<file path="src/hw/despreadPkg.sv">
`default_nettype none

package despreadPkg;

    localparam int ChipCount    = 64;
    localparam int GroupSize    = 4;
    localparam int GroupCount   = ChipCount / GroupSize;
    localparam int SampleBits   = 6;
    localparam int SumBits      = 11;
    localparam int LengthBits   = 4;
    localparam int DespreadBits = 18;
    localparam int SyncBits     = 6;

    // Low len+1 groups enabled
    function automatic logic [GroupCount-1:0] lengthMask(input logic [LengthBits-1:0] len);
        return ~({GroupCount{1'b1}} << (int'(len) + 1));
    endfunction

    // Extra integer bits kept above sample plus two
    function automatic int headroomBits(input logic [LengthBits-1:0] len);
        if (len == 0) begin
            return 0;
        end else if (len <= 2) begin
            return 1;
        end else if (len <= 6) begin
            return 2;
        end else if (len <= 14) begin
            return 3;
        end
        return 4;
    endfunction

endpackage

`default_nettype wire

</file>
<file path="src/hw/chipHistory.sv">
`default_nettype none

module chipHistory (
    input  wire                                   clk,
    input  wire                                   reset,
    input  wire                                   clkEn,
    input  wire                                   onTime,
    input  wire                                   slip,
    input  wire                                   codeBit,
    input  wire [despreadPkg::SampleBits-1:0]     rx,
    output logic [despreadPkg::ChipCount-1:0][despreadPkg::SampleBits-1:0] samples,
    output logic [despreadPkg::ChipCount-1:0]     code
);

    logic shiftEn;

    assign shiftEn = clkEn && onTime;

    // Received samples, index 0 newest
    always_ff @(posedge clk) begin
        if (shiftEn) begin
            samples <= {samples[despreadPkg::ChipCount-2:0], rx};
        end
    end

    // Code holds on slip, moving it one chip against the samples
    always_ff @(posedge clk) begin
        if (reset) begin
            code <= {{(despreadPkg::ChipCount-1){1'b0}}, 1'b1};
        end else if (shiftEn && !slip) begin
            code <= {code[despreadPkg::ChipCount-2:0], codeBit};
        end
    end

endmodule

`default_nettype wire

</file>
<file path="src/hw/chipProducts.sv">
`default_nettype none

module chipProducts (
    input  wire                                   clk,
    input  wire                                   reset,
    input  wire                                   clkEn,
    input  wire                                   onTime,
    input  wire [despreadPkg::ChipCount-1:0][despreadPkg::SampleBits-1:0] samples,
    input  wire [despreadPkg::ChipCount-1:0]      code,
    output logic [despreadPkg::ChipCount-1:0][despreadPkg::SumBits-1:0] products
);

    logic [despreadPkg::ChipCount-1:0][despreadPkg::SumBits-1:0] extended;
    logic [despreadPkg::ChipCount-1:0][despreadPkg::SumBits-1:0] flipped;

    always_comb begin
        for (int i = 0; i < despreadPkg::ChipCount; i++) begin
            extended[i] = {{(despreadPkg::SumBits-despreadPkg::SampleBits)
                            {samples[i][despreadPkg::SampleBits-1]}}, samples[i]};
            // Code bit one means the chip is inverted
            flipped[i] = code[i] ? -extended[i] : extended[i];
        end
    end

    // Captured on the enabled, off-time strobe
    always_ff @(posedge clk) begin
        if (reset) begin
            products <= '0;
        end else if (clkEn && !onTime) begin
            products <= flipped;
        end
    end

endmodule

`default_nettype wire

</file>
<file path="src/hw/despreadCorrelator.sv">
`default_nettype none

module despreadCorrelator (
    input  wire                                   clk,
    input  wire                                   reset,
    input  wire                                   clkEn,
    input  wire                                   onTime,
    input  wire                                   slip,
    input  wire                                   codeBit,
    input  wire [despreadPkg::SampleBits-1:0]     rx,
    input  wire [despreadPkg::LengthBits-1:0]     corrLength,
    output wire [despreadPkg::DespreadBits-1:0]   despread,
    output wire [despreadPkg::SyncBits-1:0]       syncCount
);

    wire [despreadPkg::ChipCount-1:0][despreadPkg::SampleBits-1:0] samples;
    wire [despreadPkg::ChipCount-1:0]                              code;
    wire [despreadPkg::ChipCount-1:0][despreadPkg::SumBits-1:0]    products;
    wire [despreadPkg::SumBits-1:0]                                total;

    chipHistory chipHistory_inst (
        .clk        (clk),
        .reset      (reset),
        .clkEn      (clkEn),
        .onTime     (onTime),
        .slip       (slip),
        .codeBit    (codeBit),
        .rx         (rx),
        .samples    (samples),
        .code       (code)
    );

    chipProducts chipProducts_inst (
        .clk        (clk),
        .reset      (reset),
        .clkEn      (clkEn),
        .onTime     (onTime),
        .samples    (samples),
        .code       (code),
        .products   (products)
    );

    groupAccumulator groupAccumulator_inst (
        .products   (products),
        .corrLength (corrLength),
        .total      (total)
    );

    despreadScaler despreadScaler_inst (
        .total      (total),
        .corrLength (corrLength),
        .despread   (despread)
    );

    // Sign changes between neighbouring chips, used for sync detection
    syncCounter syncCounter_inst (
        .products   (products),
        .corrLength (corrLength),
        .syncCount  (syncCount)
    );

endmodule

`default_nettype wire

</file>
<file path="src/hw/despreadScaler.sv">
`default_nettype none

module despreadScaler (
    input  wire [despreadPkg::SumBits-1:0]        total,
    input  wire [despreadPkg::LengthBits-1:0]     corrLength,
    output logic [despreadPkg::DespreadBits-1:0]  despread
);

    int                                   keptBits;
    logic [despreadPkg::DespreadBits-1:0] widened;

    assign keptBits = despreadPkg::SampleBits + 2 + despreadPkg::headroomBits(corrLength);

    // Sign extended, so a field wider than the total repeats its sign bit
    assign widened = {{(despreadPkg::DespreadBits-despreadPkg::SumBits)
                       {total[despreadPkg::SumBits-1]}}, total};

    // Low keptBits of the total land at the top, zeros below
    always_comb begin
        despread = widened << (despreadPkg::DespreadBits - keptBits);
    end

endmodule

`default_nettype wire

</file>
<file path="src/hw/groupAccumulator.sv">
`default_nettype none

module groupAccumulator (
    input  wire [despreadPkg::ChipCount-1:0][despreadPkg::SumBits-1:0] products,
    input  wire [despreadPkg::LengthBits-1:0]     corrLength,
    output logic [despreadPkg::SumBits-1:0]       total
);

    logic [despreadPkg::GroupCount-1:0]                          mask;
    logic [despreadPkg::GroupCount-1:0][despreadPkg::SumBits-1:0] groupSum;

    assign mask = despreadPkg::lengthMask(corrLength);

    // Sums of four consecutive products, zero beyond the length
    always_comb begin
        for (int g = 0; g < despreadPkg::GroupCount; g++) begin
            groupSum[g] = '0;
            if (mask[g]) begin
                for (int k = 0; k < despreadPkg::GroupSize; k++) begin
                    groupSum[g] = groupSum[g] + products[g*despreadPkg::GroupSize + k];
                end
            end
        end
    end

    // Wraps at the product width
    always_comb begin
        total = '0;
        for (int g = 0; g < despreadPkg::GroupCount; g++) begin
            total = total + groupSum[g];
        end
    end

endmodule

`default_nettype wire

</file>
<file path="src/hw/syncCounter.sv">
`default_nettype none

module syncCounter (
    input  wire [despreadPkg::ChipCount-1:0][despreadPkg::SumBits-1:0] products,
    input  wire [despreadPkg::LengthBits-1:0]     corrLength,
    output logic [despreadPkg::SyncBits-1:0]      syncCount
);

    logic [despreadPkg::GroupCount-1:0] mask;
    logic [despreadPkg::ChipCount-1:0]  signs;

    assign mask = despreadPkg::lengthMask(corrLength);

    always_comb begin
        for (int i = 0; i < despreadPkg::ChipCount; i++) begin
            signs[i] = products[i][despreadPkg::SumBits-1];
        end
    end

    // Pair (i-1, i) belongs to the group of product i
    always_comb begin
        syncCount = '0;
        for (int i = 1; i < despreadPkg::ChipCount; i++) begin
            if (mask[i / despreadPkg::GroupSize] && (signs[i] != signs[i-1])) begin
                syncCount = syncCount + 1'b1;
            end
        end
    end

endmodule

`default_nettype wire

</file>
<file path="config.mk">
export PLATFORM = sky130hd
export DESIGN_NAME = despreadCorrelator
export DESIGN_NICKNAME = d
export VERILOG_FILES = /design/src/hw/despreadPkg.sv /design/src/hw/chipHistory.sv /design/src/hw/chipProducts.sv /design/src/hw/despreadCorrelator.sv /design/src/hw/despreadScaler.sv /design/src/hw/groupAccumulator.sv /design/src/hw/syncCounter.sv
export SDC_FILE = /design/constraint.sdc
export NUM_CORES = 2
export LEC_CHECK = 0
export BUFFER_PORTS_ARGS = -buffer_cell sky130_fd_sc_hd__buf_2
export CAP_MARGIN = 20
export CORE_MARGIN = 8
export CORE_UTILIZATION = 28
export CTS_CLUSTER_DIAMETER = 60
export CTS_CLUSTER_SIZE = 12
export DETAILED_ROUTE_END_ITERATION = 7
export HOLD_SLACK_MARGIN = 0.06
export MAX_ROUTING_LAYER = met4
export PLACE_DENSITY_LB_ADDON = 0.25
export SLEW_MARGIN = 20
export SYNTH_ARGS = -nofsm -noshare
export SYNTH_HDL_FRONTEND = slang
export SYNTH_SLANG_ARGS = --single-unit
</file>
<file path="constraint.sdc">
create_clock -name clk -period 61 [get_ports clk]
set_input_delay 12.2 -clock clk [delete_from_list [all_inputs] [get_ports clk]]
set_output_delay 12.2 -clock clk [all_outputs]
set_load 0.01 [all_outputs]
</file>
==> reports/qor.csv <==
metric,value,unit
share of post-route cells with drive strength above 1,0.0666,
r2r worst-path depth,7,
"EDFF count, synth",384,
core area,0.262,mm²
CTS tree,built,
Area after DPL,0.0773,mm²
Horiz. Die Dim,529,µm
number of nets in the final layout,8388,
Slew Limit Headroom,0.274,
"FFs w/ async S/R, synth",0,
Worst setup EP type,primary output,
largest net degree at the start of global routing,209,
DP HPWL,166000,µm
Final Hold Viols,0,
clock transition at the registers of the reported paths,0.05,ns
worst reg2reg path startpoint,chipHistory_inst.samples[372]$_DFFE_PP_,
CP max FO,11,
"Distinct cells, synth",101,
Syn Area/Cell,9.50,µm²
Die Height,529,µm
Ys Warns,0,
outcome,completed,
Critical Path RT,48.80,ns
sequential element share of the synthesized area,0.366,
WS Path Type,in2out,
Final WS setup,1.98,ns
final period demand of the worst path,59.02,ns
Site Rows,188,
Setup Viol. Count Final,0,
max_cap viols,0,
WL final,216000,µm
initial antenna violation count,7,
Skew-Pair Late Insertion Delay,0.80,ns
I/O Pins,40,
Clock Skews,0.0540,ns
Via Count,53800,
Hold Crit Depth,2,
Final Wtd Congestion,0.902,
Avg Vias per Cell,4.79,
total track usage,0.156,
Post-Synthesis Cells,7752,
DP Worst Slack,-0.330,ns
Yosys reg bits,1152,
Worst-Margin Slew,1.08,ns
# DRC,0,
clock sink total,1152,
Clock Tree Buf Depth,3,
fin. max-slew vios,0,
Starting Density,0.281,
Worst path max stage delay,0.65,ns
total CTS buffers,135,
Hold EP,chipProducts_inst.products[253]$_SDFFE_PP0P_,
initial drt markers,3480,
root buffer cell,clkbuf_16,
Startpoint Class,primary input,
vias in the first global route,53600,
Post-synth top cells,"1014 x nand2_1, 768 x dfxtp_1, 718 x nor2_1",
ANT nets after route,0,
first-pass detailed-route iteration total,6,
fmax,16.9,MHz
r2r endpoint,chipProducts_inst.products[688]$_SDFFE_PP0P_,
ys flop type,dfxtp_1,
min-delay worst type,reg2reg,
main area contributors after synthesis,"dfxtp_1 21%, edfxtp_1 16%, fa_1 12%, xnor2_1 5.3%, ha_1 5.2%",
synthesized area,0.0736,mm²
Synth top area share,0.209,
die area,0.280,mm²
final period utilization,0.967,
global-route wire length before repair,331000,µm
"Max stage delay cell, worst path",or4b_2,
Reg2Reg Setup Slack,59.09,ns
hold wc startpoint,chipProducts_inst.products[253]$_SDFFE_PP0P_,
"Design Area, Final",0.0821,mm²
"Remaining Overflow, GRT",0,
CP arrival,46.82,ns
Area Growth Syn to Fin,11.6,%
post-synth top area cell,dfxtp_1,
WL/cell,19.2,µm
syn_nets,8524,
H-Tree Depth,4,
IO buf count,39,
Util after Layout,0.313,
"most used cell, CP",ha_1,
cell with the most instances after synthesis,nand2_1,
==> repair_timing <==
item,4_1_cts,5_1_grt
resized for setup,3,72
buffers inserted,0,17
endpoints found under the setup margin,5,5
pin swaps,0,25
hold buffers,0,0
==> through the flow <==
stage | hold WS (ns) | std cells | TNS, ns
after floorplan | 0.441 | 7752 | 0
after CTS | 0.463 | 11200 | 0
after global placement | 0.448 | 11000 | 0
after global routing | 0.485 | 11200 | -0.314
final | 0.461 | 11200 | 0
after detailed placement | 0.455 | 11000 | -0.637
==> layer usage <==
layer,global-route usage,vias to the layer above,share of wire
li1,-,26300,-
met1,0.207,26400,0.47
met2,0.251,830,0.47
met3,0.0197,259,0.036
met4,0.0390,0,0.025
met5,-,-,0
==> critical path, delay by kind of cell <==
family	cells	cell delay (ns)
AND/OR/NAND/NOR	48	6.17
multiplexers	12	3.11
AO/OA/AOI/OAI	60	9.82
buffers and inverters	9	0.96
adder cells (fa/ha/maj)	34	10.26
XOR/XNOR	25	4.21
==> logic make-up after synthesis <==
logic type	Yosys count	share of synthesized area
adder cells (fa/ha/maj)	757	0.174
buffers and inverters	772	0.0398
AND/OR/NAND/NOR	2412	0.145
flip-flops	1152	0.366
AO/OA/AOI/OAI	1705	0.151
multiplexers	142	0.0197
XOR/XNOR	812	0.105
==> state kept, by name, summed over array words and instances (netlist names) <==
name	cells
chipHistory_inst.samples	384
chipHistory_inst.code	64
chipProducts_inst.products	704
==> worst max path at each step <==
| stage | start | to | depth (start not counted) |
|---|---|---|---|
| 6_report | corrLength[1] | syncCount[5] | 188 |
| 5_1_grt | corrLength[1] | syncCount[5] | 190 |
| 4_1_cts | corrLength[1] | syncCount[5] | 191 |
| 3_5_place_dp | corrLength[1] | syncCount[5] | 188 |
| 3_3_place_gp | corrLength[1] | syncCount[5] | 188 |
| 2_1_floorplan | corrLength[0] | syncCount[5] | 186 |
==> area by class of cell <==
class                   count  area (µm²)
diodes                      5        12.5
inverters                 383        1440
clock inverters            43         564
multi-input cells        5828       44100
flip-flops and latches   1152       26900
repair buffers            116         828
fillers                 27100      180000
well taps                3515        4400
clock buffers             205        3850
==> cells in the final DEF, fill, tap and decap left out, types with 26 or more instances in the layout <==
master and count:
o21bai_1 69, nor3b_1 28, inv_1 381, o21ai_0 172
a21o_1 66, nor3_1 69, or2_2 50, a311oi_1 67
xor2_1 313, nor2_1 717, buf_4 74, fa_1 449
clkbuf_1 54, clkbuf_16 139, xnor2_1 441, ha_1 304
o31ai_1 77, and2_1 49, a31oi_1 32, nand2b_1 73
a21bo_2 26, nor2b_1 134, dfxtp_1 768, buf_2 35
o21a_1 138, edfxtp_1 384, nand2_1 1014, nand3_1 131
nand3b_1 32, a211oi_1 267, mux2i_1 118, a21oi_1 601
Power is not shown: default switching activity piles up to over one toggle a cycle in this logic, so the estimate is an artifact.
